===== src/common/booth_defines.svh =====
`ifndef BOOTH_DEFINES_SVH
`define BOOTH_DEFINES_SVH

// **************************************************
// operand and counter sizing for the Booth multiplier
// **************************************************

// width of each signed operand in bits.
`define BOOTH_WIDTH 8

// the product carries twice the operand width.
`define BOOTH_PROD_WIDTH (2 * `BOOTH_WIDTH)

// the step counter has to reach BOOTH_WIDTH itself, so it needs one bit more
// than log2 of the width when the width is a power of two.
`define BOOTH_CNT_WIDTH 4

`endif


===== src/common/booth_ctrl_pkg.sv =====
package booth_ctrl_pkg;

    // **************************************************
    // controller state encoding
    // **************************************************

    // the reset state sits at 2'b11 so that a cleared register is already idle
    // and only the reset path ever visits RESET.
    typedef enum logic [1:0] {
        IDLE  = 2'b00,   // waiting for an operand pair.
        RUN   = 2'b01,   // one Booth step per clock.
        DONE  = 2'b10,   // product held for the consumer.
        RESET = 2'b11    // one cycle after reset is released.
    } ctrl_state_t;

    // **************************************************
    // Booth step operation
    // **************************************************

    // what happens to the accumulator before the shift.
    typedef enum logic [1:0] {
        OP_NONE = 2'b00,  // bit pair 00 or 11.
        OP_ADD  = 2'b01,  // bit pair 01, end of a run of ones.
        OP_SUB  = 2'b10   // bit pair 10, start of a run of ones.
    } booth_op_t;

endpackage


===== src/common/booth_data_pkg.sv =====
`include "booth_defines.svh"

package booth_data_pkg;

    // **************************************************
    // datapath payload types
    // **************************************************

    // one signed operand, used for both multiplicand and multiplier.
    typedef logic signed [`BOOTH_WIDTH-1:0] operand_t;

    // the full two's-complement product.
    typedef logic signed [`BOOTH_PROD_WIDTH-1:0] product_t;

    // The accumulator is one bit wider than an operand. Subtracting the most
    // negative multiplicand would otherwise overflow before the shift.
    typedef logic signed [`BOOTH_WIDTH:0] acc_t;

endpackage


===== src/common/booth_step_if.sv =====
// step control between the Booth controller and the datapath.
interface booth_step_if;

    // **************************************************
    // controller to datapath
    // **************************************************

    logic load;                      // capture operands and clear the step state.
    logic step;                      // perform one Booth step on this edge.
    booth_ctrl_pkg::booth_op_t op;   // add, subtract or skip the multiplicand.

    // **************************************************
    // datapath to controller
    // **************************************************

    logic [1:0] q_pair;              // low multiplier bit and guard bit.
    logic count_done;                // all steps have been performed.

    modport ctrl (
        output load,
        output step,
        output op,
        input  q_pair,
        input  count_done
    );

    modport dp (
        input  load,
        input  step,
        input  op,
        output q_pair,
        output count_done
    );

endinterface


===== src/booth/booth_controller.sv =====
module booth_controller (
    input  logic       clk,
    input  logic       rst,
    input  logic       src_val,
    output logic       src_ready,
    output logic       dest_val,
    input  logic       dest_ready,
    booth_step_if.ctrl step_bus
);

    booth_ctrl_pkg::ctrl_state_t state;
    booth_ctrl_pkg::ctrl_state_t next_state;
    booth_ctrl_pkg::booth_op_t   decoded_op;

    // **************************************************
    // state register
    // **************************************************

    always_ff @(posedge clk or negedge rst)
    begin
        if (!rst)
        begin
            state <= booth_ctrl_pkg::RESET;
        end
        else
        begin
            state <= next_state;
        end
    end

    // **************************************************
    // next state, handshake and strobes
    // **************************************************

    always_comb
    begin
        next_state    = state;
        src_ready     = 1'b0;
        dest_val      = 1'b0;
        step_bus.load = 1'b0;
        step_bus.step = 1'b0;

        case (state)
            booth_ctrl_pkg::RESET:
            begin
                next_state = booth_ctrl_pkg::IDLE;
            end

            booth_ctrl_pkg::IDLE:
            begin
                src_ready     = 1'b1;
                step_bus.load = src_val;   // the accepting edge loads the operands.
                if (src_val)
                begin
                    next_state = booth_ctrl_pkg::RUN;
                end
            end

            booth_ctrl_pkg::RUN:
            begin
                // The last step raises count_done on its own edge. The product is
                // then already valid, so it is offered without waiting for DONE.
                if (!step_bus.count_done)
                begin
                    step_bus.step = 1'b1;
                end
                else
                begin
                    dest_val   = 1'b1;
                    next_state = dest_ready ? booth_ctrl_pkg::IDLE : booth_ctrl_pkg::DONE;
                end
            end

            booth_ctrl_pkg::DONE:
            begin
                dest_val = 1'b1;   // held until the consumer takes it.
                if (dest_ready)
                begin
                    next_state = booth_ctrl_pkg::IDLE;
                end
            end

            default:
            begin
                next_state = booth_ctrl_pkg::RESET;
            end
        endcase
    end

    // **************************************************
    // Booth recoding of the bit pair
    // **************************************************

    always_comb
    begin
        case (step_bus.q_pair)
            2'b01:   decoded_op = booth_ctrl_pkg::OP_ADD;
            2'b10:   decoded_op = booth_ctrl_pkg::OP_SUB;
            default: decoded_op = booth_ctrl_pkg::OP_NONE;
        endcase
    end

    // outside a step the datapath sees no operation at all.
    assign step_bus.op = step_bus.step ? decoded_op : booth_ctrl_pkg::OP_NONE;

    // a product on offer must not be withdrawn before it is taken.
    dest_val_held: assert property (
        @(posedge clk) disable iff (!rst)
        (dest_val && !dest_ready) |=> dest_val
    );

    // loading in the middle of a step would corrupt the accumulator.
    load_step_exclusive: assert property (
        @(posedge clk) disable iff (!rst)
        !(step_bus.load && step_bus.step)
    );

endmodule


===== src/booth/booth_datapath.sv =====
`include "booth_defines.svh"

module booth_datapath (
    input  logic                     clk,
    input  logic                     rst,
    input  booth_data_pkg::operand_t multiplicand,
    input  booth_data_pkg::operand_t multiplier,
    output booth_data_pkg::product_t product,
    booth_step_if.dp                 step_bus
);

    localparam logic [`BOOTH_CNT_WIDTH-1:0] last_count = `BOOTH_WIDTH;

    // payload registers.
    booth_data_pkg::operand_t mcand_q;
    booth_data_pkg::operand_t mplr_q;
    booth_data_pkg::acc_t     acc_q;
    logic                     guard_q;

    // step bookkeeping.
    logic [`BOOTH_CNT_WIDTH-1:0] count_q;
    logic [`BOOTH_CNT_WIDTH-1:0] count_next;
    logic                        count_done_q;

    // one step worth of combinational work.
    booth_data_pkg::acc_t               mcand_ext;
    booth_data_pkg::acc_t               acc_sum;
    logic signed [2*`BOOTH_WIDTH+1:0]   pair_sum;
    logic signed [2*`BOOTH_WIDTH+1:0]   pair_shifted;

    // **************************************************
    // add or subtract, then arithmetic shift
    // **************************************************

    assign mcand_ext = {mcand_q[`BOOTH_WIDTH-1], mcand_q};   // sign extension.

    always_comb
    begin
        case (step_bus.op)
            booth_ctrl_pkg::OP_ADD: acc_sum = acc_q + mcand_ext;
            booth_ctrl_pkg::OP_SUB: acc_sum = acc_q - mcand_ext;
            default:                acc_sum = acc_q;
        endcase
    end

    // The whole {A, Q, guard} chain moves right by one. The sign of A is copied in
    // from the top, and the old Q[0] drops into the guard bit.
    assign pair_sum     = {acc_sum, mplr_q, guard_q};
    assign pair_shifted = pair_sum >>> 1;

    always_ff @(posedge clk)
    begin
        if (step_bus.load)
        begin
            mcand_q <= multiplicand;
            mplr_q  <= multiplier;
            acc_q   <= '0;
            guard_q <= 1'b0;
        end
        else if (step_bus.step)
        begin
            {acc_q, mplr_q, guard_q} <= pair_shifted;
        end
    end

    // **************************************************
    // step counter
    // **************************************************

    assign count_next = count_q + {{(`BOOTH_CNT_WIDTH-1){1'b0}}, 1'b1};

    always_ff @(posedge clk or negedge rst)
    begin
        if (!rst)
        begin
            count_q      <= '0;
            count_done_q <= 1'b0;
        end
        else if (step_bus.load)
        begin
            count_q      <= '0;
            count_done_q <= 1'b0;
        end
        else if (step_bus.step)
        begin
            count_q      <= count_next;
            count_done_q <= (count_next == last_count);   // set by the last step.
        end
    end

    // **************************************************
    // outputs
    // **************************************************

    // the spare top bit of A is only a copy of the sign by now.
    assign product = {acc_q[`BOOTH_WIDTH-1:0], mplr_q};

    assign step_bus.q_pair     = {mplr_q[0], guard_q};
    assign step_bus.count_done = count_done_q;

    // the controller must stop stepping once the counter has run out.
    no_step_after_done: assert property (
        @(posedge clk) disable iff (!rst)
        step_bus.step |-> !count_done_q
    );

endmodule


===== src/hw/booth_multiplier_top.sv =====
module booth_multiplier_top (
    input  logic                     clk,
    input  logic                     rst,

    // operand side.
    input  logic                     src_val,
    output logic                     src_ready,
    input  booth_data_pkg::operand_t multiplicand,
    input  booth_data_pkg::operand_t multiplier,

    // product side.
    output logic                     dest_val,
    input  logic                     dest_ready,
    output booth_data_pkg::product_t product
);

    // **************************************************
    // controller to datapath link
    // **************************************************

    booth_step_if step_bus ();

    // sequencing and handshake.
    booth_controller u_ctrl (
        .clk        (clk),
        .rst        (rst),
        .src_val    (src_val),
        .src_ready  (src_ready),
        .dest_val   (dest_val),
        .dest_ready (dest_ready),
        .step_bus   (step_bus.ctrl)
    );

    // registers, adder and shifter.
    booth_datapath u_dp (
        .clk          (clk),
        .rst          (rst),
        .multiplicand (multiplicand),
        .multiplier   (multiplier),
        .product      (product),
        .step_bus     (step_bus.dp)
    );

endmodule


===== config.mk =====
export PLATFORM = sky130hd
export DESIGN_NAME = booth_multiplier_top
export DESIGN_NICKNAME = d
export VERILOG_FILES = /design/src/common/booth_ctrl_pkg.sv /design/src/common/booth_data_pkg.sv /design/src/common/booth_step_if.sv /design/src/booth/booth_controller.sv /design/src/booth/booth_datapath.sv /design/src/hw/booth_multiplier_top.sv
export VERILOG_INCLUDE_DIRS = /design/src /design/src/common
export SDC_FILE = /design/constraint.sdc
export NUM_CORES = 1
export LEC_CHECK = 0
export ABC_AREA = 1
export BUFFER_PORTS_ARGS = -buffer_cell sky130_fd_sc_hd__clkbuf_2
export CORE_MARGIN = 4
export CORE_UTILIZATION = 29
export DETAILED_ROUTE_END_ITERATION = 6
export GPL_ROUTABILITY_DRIVEN = 1
export REMOVE_ABC_BUFFERS = 1
export SYNTH_ARGS = -nofsm -noshare
export SYNTH_HDL_FRONTEND = slang
export SYNTH_SLANG_ARGS = --single-unit

===== constraint.sdc =====
create_clock -name clk -period 4 [get_ports clk]
set_input_delay 0 -clock clk [delete_from_list [all_inputs] [get_ports clk]]
set_output_delay 0 -clock clk [all_outputs]
set_load 0.01 [all_outputs]

==> impl_results.md, run 1 <==
- Post-synth design cell area: 2040 µm²
- TritonCTS Sinks: 32
- PwrDens: between 700 and 800 nW/µm²
- Reg area: between 800 and 900 µm²
- Critical Path RT: ~4.2 ns
- Post-route ant nets: 0
- Crit path kind: flop to flop
- Die Area: between 8000 and 9000 µm²
- YS warnings: 0
- # Post-CTS Setup Buffers: 0
- Vias in the first global route: 1608
- Post-route clock period utilization: between 70% and 80%
- Most used routing layer: met2
- Main synth FF type: edfxtp_1
- Site row count: 30
- Clock transition at path regs: 0.08 ns
- Pins Over Slew Limit: 0
- Slew @ Worst Pin: 0.362 ns
- Min-Delay Path Class: primary input to async pin
- Slew margin rel.: roughly three quarters
- Comb pwr share: 52.3%
- Post_cts resized: 0
- Sequential power share: a little under a third
- Leak: around 0.0013 µW
- CP arrival: about 3.2 ns
- Filler cell count in the final layout: 718
- P_sw: between 800 and 900 µW
- Non-filler instance count after layout: 395
- Outcome: completed
- Total negative slack: 0 ns
- Crit end category: flop
- Core area: 6830 µm²
- Final hold viol count: 0
- DRC violations left: 0
- Total CTS buffers: 5
- Area leader, netlist: edfxtp_1
- GRT Total Usage: a little over a tenth
- Syn Inst Count: roughly 240
- Die Width: between 90 and 100 µm
- Nets: 334
- GR Util met1: between 10% and 20%
- First-pass detailed-route iteration total: 4
- Final core occ: between 30% and 40%
- Cell-internal power: approximately 1000 µW
- Max H-tree Level: 2
- Die Y: just over 90 µm
- Diodes inserted: 0
- Synth top area share: 23.5%
- Worst setup margin: a little under 1 ns
- Count leader, synth: nand2_1
- First-pass GRT wire length: 7450 µm
- Register area share after synthesis: 41.1%
- Global Route met3 Usage: 2.63%
- Final worst path period need: roughly 3.0 ns
- Cell variety after synth: 37
- Final setup fails: 0
- Synth cell count leaders: 55 x nand2_1, 28 x inv_1, 16 x edfxtp_1
- GRT overflow: 0
- Largest net degree at the start of global routing: 21
- Switching portion of total power: around 44%
- Crit-path max FO: 7
- Clk_lat worst skew: around 0.29 ns
- Clock Root Buffer: clkbuf_8
- Synth area leaders: edfxtp_1 24%, nand2_1 10%, ha_1 9.2%
- Fraction of layout cells with a size suffix above 1: between 20% and 30%
- Layout area overhead: 28.6%
- Ports: 38
- Clock network power share: around 17%
- Flops & latches, synth: 32
- GPL Wtd Cong: just under 0.8
- DP HPWL: 3260 µm
- Placed instance count: roughly 370
- Routed length per placed instance: between 10 and 15 µm
- Routing usage on met2: roughly 17%
- PortBufs: 37
- Post-synth EDFFs: 16
- Initial antenna violation count: 0
- CTS max path bufs: 2
- Multi-input gate area in the final layout: approximately 1000 µm²
- Drt total wl: approximately 4200 µm
- Initial Util: between 20 and 30%
- Vias per cell: ~4.2
- Drt first-iter violations: 71
- Post-synth ARST share: between 20% and 30%
- Reg2reg path depth: 16
- Setup WS pre-CTS: ~0.97 ns
- Max Freq: between 0.3 and 0.4 GHz
- MaxCap Viol Count: 0
- CTS tree: yes
- Clock Skews: approximately 0.0094 ns
- Startpoint types: flop
- Syn avg cell area: 8.58 µm²
- Max IR drop VDD: roughly 290 µV
- Via Count: about 1700
- RSZ-0062 raised after global routing: false
[cell usage in the layout (no fill, tap or decap), drive strengths merged]
master        n
dlygate4sd3  18
clkbuf       42
fa            1
clkinv        1
a21o          1
o31ai         2
nand3b        1
clkinvlp      1
nand2        67
o21ai        18
a31oi         1
dfstp         2
edfxtp       16
nand4         3
a22o          1
nor2         20
o22ai         2
bufinv        1
mux2i         1
xnor2         1
dfxtp         9
a21boi        2
o221ai        1
inv          37
xor2          9
dfrtp         5
a21oi        12
ha           15
nand3         9
[layout make-up]
type	count	share of cell area [%]
sequential	32	31.9
clock buffer	5	2.62
tap	96	4.57
timing repair buffer	55	13.9
inverter	37	5.38
clock inverter	3	1.62
multi-input combinational	167	40.0
[worst paths after layout]
kind / startpoint / to / slack [ns]
setup reg to reg: u_ctrl.state[0] / u_dp.acc_q[6] / 0.97
max in group asynchronous: rst / u_ctrl.state[1] / 3.68
min in group clk: src_val / u_dp.acc_q[7] / 0.11
setup / recovery: u_ctrl.state[0] / u_dp.acc_q[6] / 0.97
hold reg to reg: u_dp.guard_q / u_dp.guard_q / 0.49
hold / removal: rst / u_dp.count_q[1] / 0.09
[flip-flops by register name, indices dropped and copies added, names as in the netlist]
| name | flops |
|---|---|
| u_dp.step_bus.count_done | 1 |
| u_dp.acc_q | 8 |
| u_dp.count_q | 4 |
| u_dp.guard_q | 1 |
| u_ctrl.state | 2 |
| u_dp.mplr_q | 8 |
| u_dp.mcand_q | 8 |
[per-layer routing]
layer  part of all wire (%)  vias up
met3                    4.0        6
li1                       -      895
met4                    1.1        0
met1                     48      720
met2                     47       34
met5                      0        -
[cells by family after synthesis]
group                      Yosys count  share of synthesized area [%]
AOI/OAI and AO/OA                   40                           12.1
xor gates and xnor gates            10                           4.29
adders and majority gates           16                           10.2
buffers and inverters               39                           7.54
DFF                                 32                           41.1
muxes                                1                          0.490
and+or+nand+nor                    100                           24.4
[power by group through the flow]
stage               registers [µW]  logic, µW  clock network, µW
floorplan                      595        722                  0
global placement               582        971                  0
detailed placement             586        980                  0
CTS                            579        998                326
global route                   592       1120                341
finish                         576        980                317
[worst max-delay path: stages (launching register included)]
cell and delay [ns]:
dfstp_2 0.55, ha_1 0.18, inv_2 0.06, nor2_4 0.14
nand2_1 0.08, nor2_1 0.09, ha_1 0.29, inv_1 0.13
a21oi_1 0.18, xnor2_1 0.14, inv_1 0.06, ha_1 0.34
a21oi_1 0.16, a21boi_0 0.24, a21oi_1 0.09, o21ai_1 0.13
nand2_1 0.05
[per-stage QoR]
| step | power [µW] | hold WS (ns) | instance area, µm² |
|---|---|---|---|
| after floorplan | 1320 | -0.296 | 2030 |
| after global placement | 1550 | -0.149 | 2330 |
| after detailed placement | 1570 | -0.149 | 2330 |
| after CTS | 1900 | 0.103 | 2630 |
| after global routing | 2060 | 0.129 | 2630 |
| final | 1870 | 0.0875 | 2630 |
[what timing repair did]
action,CTS,global route
hold buffers,18,0
hold endpoints to repair,24,0
endpoints found under the setup margin,0,0
Power figures use the tool's default switching activity.
==> run 2: changes to the inputs <==
==> constraint.sdc (replaced) <==
create_clock -name clk -period 2.46 [get_ports clk]
set_input_delay 0 -clock clk [delete_from_list [all_inputs] [get_ports clk]]
set_output_delay 0 -clock clk [all_outputs]
set_load 0.01 [all_outputs]
==> impl_results.md, run 2 (synthesis results as in run 1) <==
- Worst setup margin: -0.171 ns (-1.14 ns)
- Clk_lat worst skew: 0.29 ns (about the same)
- CTS max path bufs: 2 (unchanged)
- Max Freq: 0.380 GHz (+15%)
- PortBufs: 37 (unchanged)
- Max IR drop VDD: 482 µV (+65%)
- Max H-tree Level: 2 (unchanged)
- GRT overflow: 0 (unchanged)
- Total power: 3610 µW (+93%)
- Critical Path RT: 2.66 ns (-1.52 ns)
- Clock transition at path regs: 0.08 ns (about the same)
- Site row count: 30 (unchanged)
- Vias per cell: 4.33 (+3.2%)
- Initial antenna violation count: 0 (unchanged)
- Most used cell, CP: nand2_1
- DRC violations left: 0 (unchanged)
- Initial Util: 29.9% (unchanged)
- Commonest non-fill, non-tap cell in the layout: nand2_1
- Final setup fails: 6 (+6)
- Clock Root Buffer: clkbuf_8
- Outcome: finished, violations left
- Post-route ant nets: 0 (unchanged)
- Leak: 0.00135 µW (+8.3%)
- PwrDens: 1230 nW/µm² (+72%)
- Diodes inserted: 0 (unchanged)
- Die Width: 91.9 µm (unchanged)
- Post-route clock period utilization: 107% (+31 points)
- First-pass GRT wire length: 8250 µm (+11%)
- Crit-path max FO: 5 (-2)
- Final worst path period need: 2.63 ns (-0.396 ns)
- Drt first-iter violations: 48 (-32%)
- RSZ-0062 raised after global routing: true
- Die Area: 8450 µm² (unchanged)
- GRT Total Usage: 12.1% (+1.3 points)
- Largest registers: u_dp.acc_q: 8 flops, u_dp.mcand_q: 8 flops, u_dp.mplr_q: 8 flops
- Failing checks: negative setup slack
- Largest net degree at the start of global routing: 21 (unchanged)
- CP arrival: 2.83 ns (-0.38 ns)
- Min-Delay Path Class: primary input to async pin
- Drt total wl: 4760 µm (+13%)
- Pins Over Slew Limit: 0 (unchanged)
- Slowest CP cell: dfstp_2
- Nets: 351 (+5.1%)
- First-pass detailed-route iteration total: 4 (unchanged)
- Layout area overhead: 44.1%
- Final core occ: 43.1% (+4.6 points)
- TritonCTS Sinks: 32 (unchanged)
- Final hold viol count: 0 (unchanged)
- Reg2reg path depth: 16 (unchanged)
- Setup WS pre-CTS: -0.478 ns (-1.45 ns)
- Routed length per placed instance: 11.6 µm (+8.4%)
- CP peak stage delay: 0.56 ns (about the same)
- Most frequent cells in the layout: 53 x nand2_1, 37 x clkbuf_2, 24 x inv_1
- Startpoint types: flop
- Slew margin rel.: 77.5% (+1.8 points)
- Via Count: 1782 (+7.7%)
- Crit path kind: flop to flop
- Ports: 38 (unchanged)
- Crit end category: flop
- Die Y: 91.9 µm (unchanged)
- MaxCap Viol Count: 0 (unchanged)
- GPL Wtd Cong: 0.772 (+0.16%)
- Fraction of layout cells with a size suffix above 1: 40.2% (+12 points)
- Slew @ Worst Pin: 0.338 ns (-0.0237 ns)
- DP HPWL: 3420 µm (+5.0%)
- CTS tree: yes
- Core area: 6830 µm² (unchanged)
- CP cell instances: ha_4 -> inv_4 -> nor2_4 -> nand3b_1 -> ha_4 -> buf_4 -> nand2_1 -> o21ai_2 -> fa_2 -> nand3_4 -> nand3_4 -> a21oi_2 -> xor2_1 -> nand2_1 -> nand2_1 -> nand2_1
- Total CTS buffers: 5 (unchanged)
- Vias in the first global route: 1830 (+14%)
- Filler cell count in the final layout: 695 (-3.2%)
- Clock Skews: 0.00439 ns (-0.00502 ns)
[run 2: layer usage]
layer	GRT usage (%)	share of wire [%]	up-vias
li1	-	-	931
met3	3.12	4.0	6
met4	4.46	1.4	0
met2	20.3	50	37
met5	0	0	-
met1	15.0	45	808
[run 2: area by class of cell]
cell class                 count  area [µm²]  area share [%]
multi-input combinational    167        1230            41.8
sequential                    32         838            28.5
timing repair buffer          72         493            16.8
inverter                      37         146            4.97
tap                           96         120            4.08
clock buffer                   5        68.8            2.34
clock inverter                 3        46.3            1.57
[run 2: stage by stage]
stage          hold slack (ns)  instance area (µm²)  instances  TNS, ns
4_1_cts                 0.0920                 2900        412   -0.871
6_report                0.0815                 2940        412   -0.819
3_3_place_gp            -0.152                 2450        385    -2.33
2_1_floorplan           -0.296                 2030        236    -1.19
5_1_grt                  0.113                 2940        412    -1.94
3_5_place_dp            -0.149                 2450        385    -2.77
[run 2: path summary, 6_finish.rpt]
check | from | endpoint | slack, ns
worst min register to register | u_dp.acc_q[6] | u_dp.acc_q[6] | 0.53
worst min-delay path | rst | u_dp.count_q[1] | 0.08
worst max-delay path | u_ctrl.state[0] | u_dp.acc_q[5] | -0.17
max in group asynchronous | rst | u_ctrl.state[1] | 2.14
worst max register to register | u_ctrl.state[0] | u_dp.acc_q[5] | -0.17
min in group clk | src_val | u_dp.acc_q[7] | 0.11
[run 2: report_power, final]
| part | internal [µW] | total, µW | switching, µW |
|---|---|---|---|
| clock network | 305 | 533 | 228 |
| logic | 933 | 2130 | 1190 |
| registers | 799 | 949 | 150 |
[run 2: critical path, delay by kind of cell, from the launching register on]
kind            cells  cell delay (ns)
xor+xnor            1             0.15
buf+inv             2             0.19
fa+ha+maj           3             0.75
compound gates      2             0.23
flops               1             0.56
simple gates        8             0.67
[run 2: repair_timing]
| action | in CTS | in global routing |
|---|---|---|
| hold endpoints to repair | 24 | 0 |
| buffers inserted | 1 | 0 |
| endpoints found under the setup margin | 8 | 8 |
| hold buffers | 18 | 0 |
| resized for setup | 30 | 11 |
| pin swaps | 8 | 13 |
==> run 3: changes to the inputs <==
--- a/config.mk
+++ b/config.mk
@@ -9,10 +9,12 @@
 export ABC_AREA = 1
 export BUFFER_PORTS_ARGS = -buffer_cell sky130_fd_sc_hd__clkbuf_2
 export CORE_MARGIN = 4
-export CORE_UTILIZATION = 29
+export CORE_UTILIZATION = 50
 export DETAILED_ROUTE_END_ITERATION = 6
 export GPL_ROUTABILITY_DRIVEN = 1
+export PLACE_DENSITY = 0.76
 export REMOVE_ABC_BUFFERS = 1
 export SYNTH_ARGS = -nofsm -noshare
 export SYNTH_HDL_FRONTEND = slang
 export SYNTH_SLANG_ARGS = --single-unit
+export TNS_END_PERCENT = 20
==> impl_results.md, run 3 (synthesis results as in run 1) <==
- Crit-path max FO: 5 (unchanged)
- Drt first-iter violations: 160 (+230%)
- Post-route ant nets: 0 (unchanged)
- Vias in the first global route: 1866 (+2.0%)
- CTS tree: yes
- RSZ-0062 raised after global routing: true
- TritonCTS Sinks: 32 (unchanged)
- Die Y: 71.9 µm (-22%)
- First-pass detailed-route iteration total: 4 (unchanged)
- Setup WS pre-CTS: -0.467 ns (+0.0101 ns)
- Most used cell, CP: nand2_2
- Total CTS buffers: 5 (unchanged)
- Critical Path RT: 2.65 ns (about the same)
- Site row count: 22 (-27%)
- Register-to-register path setup slack: -0.28 ns (-0.11 ns)
- GPL Wtd Cong: 0.850 (+10%)
- CP peak stage delay: 0.55 ns (about the same)
- Comb pwr share: 62.9% (+4.0 points)
- Failing checks: negative setup slack
- Max H-tree Level: 2 (unchanged)
- Total power: 3650 µW (+1.2%)
- P_sw: 1640 µW (+4.6%)
- Worst reg2reg endpoint: u_dp.acc_q[7]
- Reg2reg start: u_ctrl.state[0]
- Sequential power share: 26.3% (about the same)
- Max Freq: 0.365 GHz (-3.9%)
- Clk_lat worst skew: 0.29 ns (about the same)
- Multi-input gate area in the final layout: 1240 µm² (+0.71%)
- Max IR drop VDD: 668 µV (+38%)
- DP HPWL: 3170 µm (-7.4%)
- MaxCap Viol Count: 0 (unchanged)
- Worst setup margin: -0.277 ns (-0.107 ns)
- Core area: 3800 µm² (-44%)
- Via Count: 1850 (+3.8%)
- Largest registers: u_dp.acc_q: 8 flops, u_dp.mcand_q: 8 flops, u_dp.mplr_q: 8 flops
- Pins Over Slew Limit: 0 (unchanged)
- Slowest CP cell: dfstp_2
- GRT Total Usage: 21.1% (+9.0 points)
- Switching portion of total power: 45.0% (+1.5 points)
- GRT overflow: 0 (unchanged)
- Nets: 355 (+1.1%)
- Startpoint types: flop
- CP cell instances: ha_4 -> inv_2 -> nor2_4 -> nand2_2 -> nor2_4 -> ha_4 -> inv_6 -> o21ai_2 -> xor2_1 -> inv_1 -> ha_4 -> nand2_2 -> nor2_4 -> nand2_2 -> nand3_1 -> nand2_1 -> nand3_2 -> nand2_2 -> inv_2 -> nor2_2
- DRC violations left: 0 (unchanged)
- Filler cell count in the final layout: 248 (-64%)
- CTS max path bufs: 2 (unchanged)
- Crit end category: flop
- Placed cell areas: 2390 µm² (-2.4%)
- Clock transition at path regs: 0.07 ns (about the same)
- Reg2reg path depth: 20 (+4)
- Clock Root Buffer: clkbuf_8
- Reg area: 838 µm² (unchanged)
- Fraction of layout cells with a size suffix above 1: 41.3% (+1.1 points)
- Drt total wl: 5280 µm (+11%)
- Final hold viol count: 0 (unchanged)
- Clock network power share: 10.9% (-3.9 points)
- CP arrival: 2.93 ns (+0.10 ns)
- Initial antenna violation count: 0 (unchanged)
- Final core occ: 76.1% (+33 points)
- Ports: 38 (unchanged)
- Die Area: 5170 µm² (-39%)
- PortBufs: 37 (unchanged)
- Cell-internal power: 2010 µW (-1.4%)
- Final worst path period need: 2.74 ns (+0.107 ns)
- Most frequent cells in the layout: 50 x nand2_1, 37 x clkbuf_2, 24 x inv_1
- Largest net degree at the start of global routing: 21 (unchanged)
- Post-route clock period utilization: 111% (+4.3 points)
- Design area: 2890 µm² (-1.8%)
- Vias per cell: 5.03 (+16%)
- Diodes inserted: 0 (unchanged)
- Routed length per placed instance: 14.4 µm (+24%)
- Total negative slack: -1.50 ns (-0.685 ns)
- Leak: 0.00135 µW (-0.17%)
- Layout area overhead: 41.5%
- Min-Delay Path Class: primary input to async pin
- Slew @ Worst Pin: 0.324 ns (-0.0146 ns)
- First-pass GRT wire length: 8600 µm (+4.2%)
- PwrDens: 1260 nW/µm² (+3.1%)
- Slew margin rel.: 78.4% (+0.97 points)
- Clock Skews: 0.00847 ns (+0.00408 ns)
- Die Width: 71.9 µm (-22%)
- Final setup fails: 7 (+1)
- Outcome: finished, violations left
- Commonest non-fill, non-tap cell in the layout: nand2_1
- Initial Util: 53.8% (+24 points)
- Crit path kind: flop to flop
run 3: cell count changes in the layout (fill, tap and decap cells not counted), moves of 2 or more:
cell,change
inv_4,-2
nand2_2,+4
nand2_1,-3
buf_4,+4
a21oi_2,-2
run 3: how the worst max path moves through the flow:
stage,start,to,cells after the start,slack [ns]
finish,u_ctrl.state[0],u_dp.acc_q[7],20,-0.28
global route,u_ctrl.state[0],u_dp.acc_q[7],20,-0.41
CTS,u_ctrl.state[0],u_dp.acc_q[7],21,-0.23
detailed placement,u_ctrl.state[0],u_dp.acc_q[7],21,-0.47
global placement,u_ctrl.state[0],u_dp.acc_q[7],21,-0.38
floorplan,u_ctrl.state[0],u_dp.acc_q[6],16,-0.29
run 3: final cells by class:
cell class / count / area share [%]
sequential: 32 / 29.0
timing repair buffer: 76 / 18.1
clock buffer: 6 / 2.51
inverter: 37 / 5.06
multi-input combinational: 167 / 42.9
clock inverter: 2 / 0.390
tap: 48 / 2.08
run 3: power by group through the flow:
stage	registers, µW	clock network, µW	logic (µW)
CTS	947	394	2040
finish	959	397	2300
floorplan	967	0	1170
global placement	936	0	1760
global route	982	426	2500
detailed placement	937	0	1800
run 3: critical path: cells and delay by family, from the launching register on:
kind | cells | cell delay (ns)
adders and majority gates | 3 | 0.63
xor gates and xnor gates | 1 | 0.19
and+or+nand+nor | 11 | 0.96
DFF | 1 | 0.55
buffers and inverters | 4 | 0.23
AOI/OAI and AO/OA | 1 | 0.06
run 3: metal layers:
layer / vias up / track usage [%] / wire length (µm)
met5: - / 0 / 0
met4: 0 / 7.10 / 102
met3: 12 / 4.16 / 242
met2: 54 / 35.5 / 2700
met1: 847 / 27.2 / 2230
li1: 937 / - / -
run 3: timing repair:
action / CTS / global route
endpoints found under the setup margin: 8 / 8
gates resized for setup: 20 / 23
hold endpoints to repair: 24 / 0
hold buffers: 18 / 0
buffers inserted: 2 / 3
cloned: 0 / 0
pin swaps: 7 / 19
run 3: through the flow:
| stage | instances | hold WS (ns) |
|---|---|---|
| floorplan | 236 | -0.296 |
| global placement | 337 | -0.158 |
| detailed placement | 337 | -0.151 |
| CTS | 365 | 0.0892 |
| global route | 368 | 0.141 |
| finish | 368 | 0.109 |
